<file path="src/rtl/icache_params.svh">
`ifndef ICACHE_PARAMS_SVH
`define ICACHE_PARAMS_SVH

// 64 lines per bank
`define ICACHE_INDEX_BITS 6

`define ICACHE_ADDR_BITS 32

// address minus index minus the 16-byte tile offset
`define ICACHE_TAG_BITS (`ICACHE_ADDR_BITS - `ICACHE_INDEX_BITS - 4)

`define ICACHE_TILE_BITS 128
`define ICACHE_HALF_BITS (`ICACHE_TILE_BITS / 2)

// Set to 1'b1 to decode the 48-bit instruction form (111x01 prefix).
`define ICACHE_OPS48 1'b0

`endif

</file>
<file path="src/rtl/icachePkg.sv">
`include "icache_params.svh"

package icachePkg;

	typedef enum logic [1:0]
	{
		statusHold  = 2'd0,	// miss in progress
		statusOk    = 2'd1,
		statusFault = 2'd2	// bus error on refill
	} fetchStatusT;

	// classic read only with we held low
	typedef struct packed
	{
		logic                          cyc;
		logic                          stb;
		logic [`ICACHE_ADDR_BITS-1:0]  adr;
	} wbReqT;

	typedef struct packed
	{
		logic                          ack;
		logic                          err;
		logic [`ICACHE_TILE_BITS-1:0]  dat;	// one whole tile
	} wbRspT;

	typedef struct packed
	{
		logic [`ICACHE_HALF_BITS-1:0]  hi;	// odd bank half
		logic [`ICACHE_HALF_BITS-1:0]  lo;	// even bank half
	} tileHalvesT;

	// same tile seen as bank halves or as instruction words
	typedef union packed
	{
		tileHalvesT                                  halves;
		logic [`ICACHE_TILE_BITS/16-1:0][15:0]       words;
	} tileViewT;

	typedef struct packed
	{
		logic [`ICACHE_HALF_BITS-1:0]   data;
		logic                           hit;
		logic [`ICACHE_TAG_BITS-1:0]    tag;	// requested, not stored
		logic [`ICACHE_INDEX_BITS-1:0]  index;
	} bankLookupT;

	typedef struct packed
	{
		logic                           en;
		logic [`ICACHE_INDEX_BITS-1:0]  index;
		logic [`ICACHE_TAG_BITS-1:0]    tag;
		logic [`ICACHE_HALF_BITS-1:0]   data;
	} bankFillT;

endpackage

</file>
<file path="src/rtl/fetchAligner.sv">
`timescale 1ns/1ps
`include "icache_params.svh"

module fetchAligner
	import icachePkg::*;
(
	input  bankLookupT                     evenBank,
	input  bankLookupT                     oddBank,
	input  logic [1:0]                     wordSel,
	input  logic                           swapHalves,
	input  logic                           fault,
	output logic [`ICACHE_HALF_BITS-1:0]   window,
	output logic [1:0]                     step,
	output fetchStatusT                    status
);

	localparam bit ops48 = `ICACHE_OPS48;

	tileViewT     tile;
	logic [15:0]  firstWord;

	// odd-half start puts the next tile's even half on top
	always_comb
	begin
		if (swapHalves)
		begin
			tile.halves.lo = oddBank.data;
			tile.halves.hi = evenBank.data;
		end
		else
		begin
			tile.halves.lo = evenBank.data;
			tile.halves.hi = oddBank.data;
		end
	end

	always_comb
	begin
		for (int i = 0; i < 4; i++)
			window[i*16 +: 16] = tile.words[{1'b0, wordSel} + 3'(i)];	// wordSel+3 tops out at 6
	end

	assign firstWord = tile.words[wordSel];

	always_comb
	begin
		if (ops48 && (firstWord[15:13] == 3'b111) && (firstWord[11:10] == 2'b01))
			step = 2'd3;	// 48-bit form
		else if (firstWord[15:13] == 3'b111)
			step = 2'd2;
		else
			step = 2'd1;

		if (fault)
			status = statusFault;
		else if (evenBank.hit && oddBank.hit)
			status = statusOk;
		else
			status = statusHold;
	end

endmodule

</file>
<file path="config.mk">
export PLATFORM = sky130hd
export DESIGN_NAME = fetchAligner
export DESIGN_NICKNAME = d
export VERILOG_FILES = /design/src/rtl/icachePkg.sv /design/src/rtl/fetchAligner.sv
export VERILOG_INCLUDE_DIRS = /design/src /design/src/rtl
export SDC_FILE = /design/constraint.sdc
export NUM_CORES = 1
export LEC_CHECK = 0
export ABC_CLOCK_PERIOD_IN_PS = 5300
export BUFFER_PORTS_ARGS = -buffer_cell sky130_fd_sc_hd__buf_2
export CAP_MARGIN = 15
export CORE_AREA = 2 2 99 101
export DETAILED_ROUTE_END_ITERATION = 7
export DIE_AREA = 0 0 101 103
export PLACE_DENSITY = 0.73
export SLEW_MARGIN = 20
export SYNTH_ARGS = -nofsm -noshare
export SYNTH_HDL_FRONTEND = slang
export SYNTH_SLANG_ARGS = --single-unit
</file>
<file path="constraint.sdc">
create_clock -name vclk -period 5.3
set_input_delay 0.265 -clock vclk [all_inputs]
set_output_delay 0.265 -clock vclk [all_outputs]
set_load 0.05 [all_outputs]
</file>
# Word level (Yosys, flattened, before mapping)
# Cells that the tools add are included.
# Widths: inputs -> output; s select.
[op_classes] n_addsub=3 order_cmp=5 eq_ne=1 n_mux=13 n_reduce_logical=1
[op_table] op="$bmux 16 s3" n=3
[op_table] op="$mux 128" n=1
[op_table] op="$mux 16" n=5
[op_table] op="$bmux 16 s2" n=1
[op_table] op="$lt 3x4->1 const B" n=3
[op_table] op="$lt 2x4->1 const B" n=2
[op_table] op="$add 2x2->3 const B" n=2
[op_table] op="$mux 2" n=2
[op_table] op="$add 2x1->3 const B" n=1
[op_table] op="$eq 3x3->1 const B" n=1
[op_table] op="$logic_and 1x1->1" n=1
[op_table] op="$mux 1" n=1
[word_totals] reg_bits=0 input_bits=190 wordCells=23

# Longest topological paths before layout
[logic_depth] word_depth=5 depth_mapped=11 mapped_depth_nobuf=4

# Worst setup path before layout
# OpenSTA, ideal clock, no wires.
[synth_timing] path_type="input-to-output" start="input port wordSel[0]" end="output port window[21]" arrival_time_ns=2.499 t_required_ns=5.035 path_slack_ns=2.536 cell_stages=11 n_path_buf=7 cell_sequence="buf_6 buf_8 buf_6 buf_4 buf_4 inv_1 ha_1 buf_2 clkinv_1 clkbuf_1 mux4_2"
[synth_via] elab_chain_len=3
[synth_rtl] element="start: declaration" line="fetchAligner.sv:9" rtl="input logic [1:0] wordSel,"
[synth_rtl] element="$add 2x1->3" line="fetchAligner.sv:40" rtl="window[i*16 +: 16] = tile.words[{1'b0, wordSel} + 3'(i)];"
[synth_rtl] element="$bmux 16 s3" line="fetchAligner.sv:40"
[synth_rtl] element="$mux 16 (not written as such)" line="fetchAligner.sv:40"
[synth_rtl] element="end: declaration" line="fetchAligner.sv:12" rtl="output logic [`ICACHE_HALF_BITS-1:0] window,"
# No other way between the ends. The select of a mux whose other input is x is not followed.

# Worst setup path in the final report
[layout_timing] start="input port wordSel[1]" end="output port window[63]"
[layout_via] elab_chain_len=3
[layout_rtl] element="$add 2x2->3" line="fetchAligner.sv:40"
[layout_rtl] element="$bmux 16 s3" line="fetchAligner.sv:40"
[layout_rtl] element="$mux 16 (not written as such)" line="fetchAligner.sv:40"
# No other way between the ends. The select of a mux whose other input is x is not followed.

==> impl_results.md <==
* Top cell type's share of synthesized area at between 50 and 60%
* Final GP Congestion at approximately 0.83
* Max-slew violation count at 0
* Hold_buf cts at 0
* DR iter-0 viols at between 70 and 80
* Syn nets at 465
* DP Wirelength at 7800 microns
* Design area at 4190 sq um
* Pwr/cell area at roughly 170 nW/um^2
* Row count at 36
* Total GRT Usage at between 15 and 20%
* Required @ worst endpoint at 5.04 ns
* Port-buffer cells at slightly above 200
* Register area at 0 sq um
* Fmax at ~0.24 GHz
* DRC at 0
* Io pins at approximately 260
* Max cap viols at 0
* DR WL/cell at roughly 17 microns
* Gr ovfl total at 0
* Crit. End Element: primary output
* Post-synth top area cell: mux4_2
* Sequential Power Share at 0%
* Seq_cells at 0
* Final setup fails at 0
* # nets final at 640
* Peak supply drop at between 0.1 and 0.15 mV
* Sequential fraction of the synthesis area at 0%
* Initial core utilization at approximately a third
* CP Class: input pin to primary output
* Max FO, Critical Path at 34
* Clk pwr share at 0%
* Setup bufs post-CTS at 0
* Worst path arrival time at about 3.8 ns
* Mapped Area at about 3200 sq um
* Core area at ~9500 sq um
* Crit start category: input pin
* Slew HR at a little under two fifths
* Tcrit/Tclk final at 77.0%
* # clk buffers at 0
* Hold WC Path Type: input pin to primary output
* Post-Route WL at slightly below 10,000 microns
* Die H at just over 100 microns
* Die area at 10,400 sq um
* Area delta synth->final at 29.1%
* Switching pwr at ~0.46 mW
* Worst setup margin at between 1 and 1.5 ns
* Synth cell count leaders: 79 x mux4_2, 63 x mux2_1, 40 x nand2_1, 40 x nor2_1, 11 x buf_6
* Sw Share at a little under two thirds
* Drt via density at between 5 and 6
* LEAKAGE at between 1.5 and 2 nW
* Post-Place Worst Slack at about 1.2 ns
* Leading post-synthesis cells by cell area: mux4_2 55%, mux2_1 22%, nand2_1 4.6%
* Fillers at between 900 and 1k
* Synth Instances at ~270
* Die X at approximately 100 microns
* Inserted Diodes at 0
* Routed Antenna Nets at 0
* Layout cells sized above 1 at between 60 and 70%
* Post-layout min period at a little over 4 ns
* Slew @ Worst Pin at 0.929 ns
* DRT Pass-1 Iters at 4
* Setup TNS at 0 ns
* Placed cell area at around 4200 sq um
* Synth warn at 0
* Total via count in the routed design at approximately 3.1k
* Post-CTS Resized at 0
* Most frequent cell after synthesis: mux4_2
* First-pass GRT wire length at between 10,000 and 15,000 microns
* RSZ-0062 raised after global routing: no
* Internal at roughly 0.26 mW
* Netlist cell types at 19
* Status: completed
* Largest net degree at the start of global routing at 63
* Initial antenna violation count at 0
* Synth Area per Inst at approximately 12 sq um
* Combinational share of power at 100.0%
* Hold Vio Cnt, Final at 0
* Vias in the first global route at roughly 3.1k
## cells in the final DEF, fill, tap and decap left out, drive strengths merged
cell type    n
nand2       40
inv          2
nor2        40
ha           2
clkinv       1
mux2        74
and3         1
buf        204
nand3        1
mux4        79
xnor2        1
xor2         1
## power groups by stage
stage               Clock (mW)  Combinational (mW)  Sequential [mW]
floorplan                    0               0.557                0
global placement             0               0.707                0
detailed placement           0               0.720                0
CTS                          0               0.721                0
global route                 0               0.757                0
finish                       0               0.717                0
## metal layers
layer	up-vias	global-route usage, %	routed length (microns)
li1	1451	-	-
met1	1569	20.7	3880
met2	113	33.5	5300
met3	3	1.97	549
met4	0	1.25	36
met5	-	0	0
## cell families (layout without fill, tap and decap cells)
logic type / after synthesis / in the layout / share of synthesized area [%]
buffers and inverters: 34 / 207 / 7.74
adders and majority gates: 2 / 2 / 0.770
xor gates and xnor gates: 2 / 2 / 1.35
and+or+nand+nor: 82 / 82 / 9.59
muxes: 153 / 153 / 80.5
## worst max-delay path, cell delays in order
cell      delay (ns)
buf_2           0.55
inv_1           0.14
ha_1            0.94
clkinv_1        0.94
mux4_2          0.74
buf_2           0.23
## through the flow
stage | cells | hold WS (ns) | util (%) | power (mW)
final | 560 | 0.834 | 44.3 | 0.717
after global routing | 560 | 0.850 | 44.3 | 0.757
after CTS | 560 | 0.835 | 44.3 | 0.721
after detailed placement | 560 | 0.834 | 44.3 | 0.720
after global placement | 560 | 0.837 | 44.3 | 0.707
after floorplan | 273 | 0.697 | - | 0.557
## area by class of cell
cell class | count | area [sq um] | area share [%]
Multi-Input combinational cell | 239 | 3010 | 71.7
Tap cell | 114 | 143 | 3.40
Inverter | 3 | 11.3 | 0.269
Timing Repair Buffer | 204 | 1030 | 24.6
## final timing paths
check / depth (start not counted) / slack [ns] / to / startpoint
worst min-delay path: 2 / 0.83 / status[1] / fault
worst max-delay path: 6 / 1.22 / window[63] / wordSel[1]
(Power assumes the default switching activity.)
