--- config.mk ---
export PLATFORM = sky130hd
export DESIGN_NAME = tileRefill
export DESIGN_NICKNAME = d
export VERILOG_FILES = /design/src/rtl/icachePkg.sv /design/src/rtl/tileRefill.sv
export VERILOG_INCLUDE_DIRS = /design/src /design/src/rtl
export SDC_FILE = /design/constraint.sdc
export NUM_CORES = 1
export LEC_CHECK = 0
export BUFFER_PORTS_ARGS = -buffer_cell sky130_fd_sc_hd__buf_2
export CAP_MARGIN = 20
export CORE_AREA = 4 4 210 212
export CTS_CLUSTER_SIZE = 28
export DETAILED_ROUTE_END_ITERATION = 10
export DIE_AREA = 0 0 214 216
export PLACE_DENSITY = 0.36
export SLEW_MARGIN = 20
export SYNTH_ARGS = -nofsm -noshare
export SYNTH_HDL_FRONTEND = slang
export SYNTH_SLANG_ARGS = --single-unit
--- constraint.sdc ---
create_clock -name clock -period 11 [get_ports clock]
set_input_delay 1.1 -clock clock [delete_from_list [all_inputs] [get_ports clock]]
set_output_delay 1.1 -clock clock [all_outputs]
set_load 0.05 [all_outputs]
--- src/rtl/icache_params.svh ---
`ifndef ICACHE_PARAMS_SVH
`define ICACHE_PARAMS_SVH

// 64 lines per bank
`define ICACHE_INDEX_BITS 6

`define ICACHE_ADDR_BITS 32

// address minus index minus the 16-byte tile offset
`define ICACHE_TAG_BITS (`ICACHE_ADDR_BITS - `ICACHE_INDEX_BITS - 4)

`define ICACHE_TILE_BITS 128
`define ICACHE_HALF_BITS (`ICACHE_TILE_BITS / 2)

// Set to 1'b1 to decode the 48-bit instruction form (111x01 prefix).
`define ICACHE_OPS48 1'b0

`endif

--- src/rtl/icachePkg.sv ---
`include "icache_params.svh"

package icachePkg;

	typedef enum logic [1:0]
	{
		statusHold  = 2'd0,	// miss in progress
		statusOk    = 2'd1,
		statusFault = 2'd2	// bus error on refill
	} fetchStatusT;

	// classic read only with we held low
	typedef struct packed
	{
		logic                          cyc;
		logic                          stb;
		logic [`ICACHE_ADDR_BITS-1:0]  adr;
	} wbReqT;

	typedef struct packed
	{
		logic                          ack;
		logic                          err;
		logic [`ICACHE_TILE_BITS-1:0]  dat;	// one whole tile
	} wbRspT;

	typedef struct packed
	{
		logic [`ICACHE_HALF_BITS-1:0]  hi;	// odd bank half
		logic [`ICACHE_HALF_BITS-1:0]  lo;	// even bank half
	} tileHalvesT;

	// same tile seen as bank halves or as instruction words
	typedef union packed
	{
		tileHalvesT                                  halves;
		logic [`ICACHE_TILE_BITS/16-1:0][15:0]       words;
	} tileViewT;

	typedef struct packed
	{
		logic [`ICACHE_HALF_BITS-1:0]   data;
		logic                           hit;
		logic [`ICACHE_TAG_BITS-1:0]    tag;	// requested, not stored
		logic [`ICACHE_INDEX_BITS-1:0]  index;
	} bankLookupT;

	typedef struct packed
	{
		logic                           en;
		logic [`ICACHE_INDEX_BITS-1:0]  index;
		logic [`ICACHE_TAG_BITS-1:0]    tag;
		logic [`ICACHE_HALF_BITS-1:0]   data;
	} bankFillT;

endpackage

--- src/rtl/tileRefill.sv ---
`timescale 1ns/1ps
`include "icache_params.svh"

module tileRefill
	import icachePkg::*;
(
	input  logic        clock,
	input  logic        arstN,
	input  bankLookupT  evenBank,
	input  bankLookupT  oddBank,
	input  wbRspT       bus,
	output wbReqT       busReq,
	output bankFillT    evenFill,
	output bankFillT    oddFill,
	output logic        fault
);

	typedef enum logic [1:0]
	{
		stIdle,
		stRequest,
		stFinish
	} refillStateT;

	refillStateT                    state;
	logic                           started;	// first lookup after reset is done
	logic                           busActive;
	logic                           fillEn;
	logic [`ICACHE_TAG_BITS-1:0]    tileTag;
	logic [`ICACHE_INDEX_BITS-1:0]  tileIndex;
	tileViewT                       fillTile;
	bankLookupT                     missBank;
	logic                           anyMiss;

	assign anyMiss  = !evenBank.hit || !oddBank.hit;
	assign missBank = !evenBank.hit ? evenBank : oddBank;	// even bank first

	always_ff @(posedge clock or negedge arstN)
	begin
		if (!arstN)
		begin
			state     <= stIdle;
			started   <= 1'b0;
			busActive <= 1'b0;
			fillEn    <= 1'b0;
			fault     <= 1'b0;
			tileTag   <= '0;
			tileIndex <= '0;
		end
		else
		begin
			started <= 1'b1;
			case (state)
				stIdle:
				begin
					if (started && anyMiss)
					begin
						tileTag   <= missBank.tag;
						tileIndex <= missBank.index;
						busActive <= 1'b1;
						state     <= stRequest;
					end
				end
				stRequest:
				begin
					if (bus.ack)
					begin
						busActive <= 1'b0;
						fillEn    <= 1'b1;
						state     <= stFinish;
					end
					else if (bus.err)
					begin
						busActive <= 1'b0;
						fault     <= 1'b1;	// tile left invalid
						state     <= stFinish;
					end
				end
				stFinish:
				begin
					// bank results are stale here, so no new miss is taken
					fillEn <= 1'b0;
					fault  <= 1'b0;
					state  <= stIdle;
				end
				default:
					state <= stIdle;
			endcase
		end
	end

	always_ff @(posedge clock)
	begin
		if (state == stRequest && bus.ack)
			fillTile <= tileViewT'(bus.dat);
	end

	assign busReq.cyc = busActive;
	assign busReq.stb = busActive;	// single beat so strobe spans the cycle
	assign busReq.adr = {tileTag, tileIndex, 4'b0000};

	assign evenFill.en    = fillEn;
	assign evenFill.index = tileIndex;
	assign evenFill.tag   = tileTag;
	assign evenFill.data  = fillTile.halves.lo;

	assign oddFill.en     = fillEn;
	assign oddFill.index  = tileIndex;
	assign oddFill.tag    = tileTag;
	assign oddFill.data   = fillTile.halves.hi;

	// memory answers only inside a bus cycle
	rspOnlyInCycle: assert property (@(posedge clock) disable iff (!arstN)
		(bus.ack || bus.err) |-> busReq.cyc);

	adrHeldWhileWaiting: assert property (@(posedge clock) disable iff (!arstN)
		(busReq.stb && !bus.ack && !bus.err) |=> $stable(busReq.adr));

endmodule

## After elaboration in Yosys (flattened, before gate mapping)

Cells that the tools add are included.

| word-level totals | value |
|---|---|
| bits in registers | 162 |
| bits in latches | 0 |
| bits in writable memories | 0 |
| ROM bits | 0 |
| bits of input ports | 318 |
| word-level logic and storage cells | 42 |
| memories | 0 |

| cells by class | value |
|---|---|
| add/sub/neg operators | 0 |
| multiply operators | 0 |
| div/mod/pow operators | 0 |
| order comparisons | 0 |
| eq/ne operators | 7 |
| shifts and indexed selects | 0 |
| mux-type cells | 14 |
| bitwise gates (word level) | 0 |
| reduce and logical (&&, ||, !) cells | 13 |

Operators by type and width:

| operator | count |
|---|---|
| 2-to-1 mux 28 bit | 1 |
| != test 2 bit, second input constant | 4 |
| 2-to-1 mux 1 bit | 6 |
| 2-to-1 mux 2 bit | 3 |
| one-hot mux 1 bit (2 select lines) | 3 |
| AND reduction 2 bit | 3 |
| AND reduction 3 bit | 2 |
| one-hot mux 2 bit (2 select lines) | 1 |
| nonzero test 2 bit | 2 |
| != test 3 bit, second input constant | 1 |
| equality test 2 x 1 -> 1 bit, second input constant | 1 |
| equality test 2 bit, second input constant | 1 |
| logical AND 1 bit | 2 |
| zero test 1 bit | 2 |
| zero test 2 bit | 1 |
| logical OR 1 bit | 1 |

## Longest topological paths before layout

| depth | value |
|---|---|
| depth after elaboration | 5 |
| gate-level depth with buffers | 4 |

## Worst setup path after synthesis

Ideal clock, no wire load.

| timing | value |
|---|---|
| kind | in2reg |
| start | input bus[129] (netlist bit) |
| end | register fillTile[0] (netlist bit), enable pin |
| setup time | 0.617 ns |
| arrival time | 6.411 ns |
| required time | 10.383 ns |
| setup slack | 3.972 ns |
| cell stages on the path | 2 |
| cell sequence | inv_1 -> nor2_1 |

| between the ends | value |
|---|---|
| longest elaborated chain between the ends | 1 |

Ends and longest elaborated chain:

| element | RTL line | source |
|---|---|---|
| from (decl) | tileRefill.sv:11 | `input wbRspT bus,` |
| logical AND 1 bit | tileRefill.sv:94 | `if (state == stRequest && bus.ack)` |
| to (signal assigned) | tileRefill.sv:95 | `fillTile <= tileViewT'(bus.dat);` |
| to (decl) | tileRefill.sv:31 | `tileViewT fillTile;` |

Every way passes these cells.
A chain may end at the register's enable or synchronous reset.

## Final worst setup path

| timing | value |
|---|---|
| start | input bus[129] (netlist bit) |
| end | register fillTile[44] (netlist bit), enable pin |

The elaborated chain is that of the path after synthesis.

==> results.md <==
Global route:
- The global route total overflow is 0.
- The via count of the first global-routing pass is approximately 4,000.
- Entering global routing, the biggest net connects 76 pins.
- The first global-routing pass estimated between 20,000 and 30,000 um of wire.
- The number of antenna violations at the first check in global routing is 0.
- The combined global-route utilization of all metal layers is 8.07%.

Run status:
- The run finished with clean final reports.

STA:
- The worst slew margin relative to its limit is 32.4%.
- The worst path setup slack after routing is 8.08 ns.
- The max-slew violation count came to 0.
- Setup violations remaining at the end of the flow were counted as 0.
- The achievable frequency is 343 MHz.
- The number of endpoints with negative hold slack in the final report is 0.
- The worst hold margin is 0.554 ns.
- Setup repair after global routing left no endpoint under its margin.
- The post-route minimum period is 2.92 ns.
- The final setup TNS is 0 ns.
- The transition at the pin with the smallest max-transition slack is between 1 and 1.5 ns.
- The fraction of the cycle the final worst path needs is 26.5%.
- Across the routed clock network, the largest skew measured is 0.0171 ns.

Clock tree:
- TritonCTS created 17 clock buffers.
- The clock-pin slew of the registers on the worst-case setup and hold paths is 0.08 ns.
- Buffers inserted to repair hold after CTS numbered 0.
- The H-tree depth is 4.
- The number of resized instances in the post-cts repair step is 0.
- The count of buffers added by post-CTS timing repair for setup is 0.
- The later-pin clock latency in the skew report is 0.46 ns.
- The tree is rooted in a sky130_fd_sc_hd__clkbuf_16.
- Clock tree synthesis found a total of between 150 and 200 sinks.
- The largest buffer count on any clock path is 2.
- The clock tree from TritonCTS is built.

Job:
- The number of maximum-capacitance violations is 0.

Floorplan:
- The floorplan step defined a die boundary enclosing between 40,000 and 50,000 um^2.
- After floorplanning, the core was divided into 75 placement rows.
- From left edge to right edge, the die measures around 210 um.
- The number of top-level pins is 539.
- The floorplan step set the die height to 216 um.
- The core footprint is ~42,000 um^2.
- The starting utilization of the core area is 14.4%.

Placement:
- The HPWL after detailed placement is 14,600 um.
- The congestion estimate from routability-driven global placement came to 0.729.
- The number of cells in the design after placement is 1,190.
- The total placed instance area is between 8000 and 9000 um^2.
- The count of input and output buffers is 406.
- The minimum setup slack after placement is 7.60 ns.

Synthesis:
- The number of different library cells in the post-synthesis netlist is 18.
- The synthesis warning total is 0.
- The gate count after technology mapping is 309.
- The mean instance size in the synthesized netlist is 19.5 um^2.
- Synthesis inferred ~160 register bits.
- The post-synthesis instance area is 6040 um^2.
- Sequential cells were found to cover 77.8% of the synthesized design area.

Critical path:
- Walking the worst path, the cells encountered are buf_2 -> inv_1 -> nor2_4 -> buf_4 -> buf_4.
- The worst setup path is of the in2reg kind.
- The critical-path cell with the highest stage delay is sky130_fd_sc_hd__buf_4.
- Along the worst path, the maximum fanout reaches 75.
- STA puts the critical path data required time at 11.06 ns.
- The endpoint arrival time on the critical path is 2.98 ns.
- The cell type with the highest occurrence count on the critical path is sky130_fd_sc_hd__buf_4.
- The capturing element type of the critical path is a register.
- The largest stage delay on the critical path is 0.90 ns.
- STA classifies the critical path startpoint as an input pin.

Drt:
- In this run, the number of DRC markers left after iteration 0 of detailed routing was 131.
- The via count of the routed design is 3,880.
- The routed design has 19,000 um of wire.
- The first TritonRoute pass finished after 3 iterations.
- The number of vias per cell after detailed routing is 3.18.
- The count of nets left with antenna violations once routing finished came out at 0.
- The wire length per cell is 15.6 um.
- The DRC violation count after routing is 0.

Cells and area:
- The number of standard cells in the layout, taps in and fillers out is roughly 1,200.
- Cells fill 21.1% of the core in the end.
- The net count reported at finish is about 1,000.
- The area growth from synthesis to layout is 46.4%.
- The area of all placed cells without fillers is 8830 um^2.
- In the layout the commonest cells are sky130_fd_sc_hd__buf_2, sky130_fd_sc_hd__edfxtp_1, sky130_fd_sc_hd__mux2_2, sky130_fd_sc_hd__dfrtp_1, sky130_fd_sc_hd__mux2_4.
- The most common cell after layout, fill and taps aside is sky130_fd_sc_hd__buf_2.
- The post-route netlist has 72.8% of its cells at a drive strength greater than 1.
- The final antenna diode count is 0.

Power and ir drop:
- Summed over all cells, the static leakage comes to 3.84 nW.
- The power per unit of standard cell area is approximately 250 nW/um^2.
- The worst-case IR drop observed on VDD is 0.000144 V.
- The sum of internal, switching and leakage power is 2.17 mW.

Hold path:
- The worst hold path belongs to the class reg2reg.
## routing by layer
metal / GRT usage [%] / part of all wire (%) / up-vias
met5: 0 / 0 / -
met3: 4.32 / 11 / 18
met1: 8.80 / 39 / 1808
met4: 3.18 / 1.5 / 0
li1: - / - / 1787
met2: 13.3 / 48 / 267
## registers in the layout, indices dropped and copies added (netlist names)
name,flops
busActive,1
fault,1
fillEn,1
fillTile,128
started,1
state,2
tileIndex,6
tileTag,22
## cell usage after synthesis, drive strengths merged
cell,number,share of area [%]
edfxtp,128,64
mux2,56,12
nand2,2,0.12
nand3,1,0.083
inv,3,0.19
conb,2,0.12
o21ai,5,0.41
buf,70,8.9
dfrtp,34,14
nor2b,1,0.10
nor2,4,0.25
o31ai,1,0.12
nor3b,1,0.12
nand2b,1,0.10
## power by group
group          switching [mW]  total [mW]  internal [mW]
Sequential             0.0504       0.790          0.740
Combinational           0.616       0.776          0.159
Clock                   0.286       0.608          0.322
## kinds of logic (layout without fill, tap and decap cells)
family / after synthesis / count (layout) / share of synthesized area (%)
DFF: 162 / 162 / 77.8
buffers and inverters: 73 / 444 / 9.08
muxes: 56 / 56 / 11.7
and+or+nand+nor: 10 / 10 / 0.788
AOI/OAI and AO/OA: 6 / 6 / 0.539
other: 2 / 5 / 0.124
## final cells by class
type | count | area [um^2]
well taps | 539 | 674
inverters | 3 | 11.3
multi-input cells | 77 | 812
repair buffers | 409 | 2050
clock buffers | 17 | 425
fillers | 4495 | 33100
clock inverters | 15 | 163
flip-flops and latches | 162 | 4690
## final timing paths
kind,start,end,slack [ns],cells past startpoint
min,state[1]$_DFFE_PN0P_,fault$_DFFE_PN0P_,0.55,1
max reg2reg,state[1]$_DFFE_PN0P_,fillTile[44]$_DFFE_PP_,8.25,4
min in group asynchronous,arstN,tileIndex[0]$_DFFE_PN0P_,0.74,1
min reg2reg,state[1]$_DFFE_PN0P_,fault$_DFFE_PN0P_,0.55,1
max in group asynchronous,arstN,fillEn$_DFFE_PN0P_,9.72,1
max,bus[129],fillTile[44]$_DFFE_PP_,8.08,5
## worst max-delay path, delay by kind of cell
kind                   cells  cell delay (ns)
buffers and inverters      4             1.64
AND/OR/NAND/NOR            1             0.09
No activity file was read; power rests on OpenSTA's default activity.
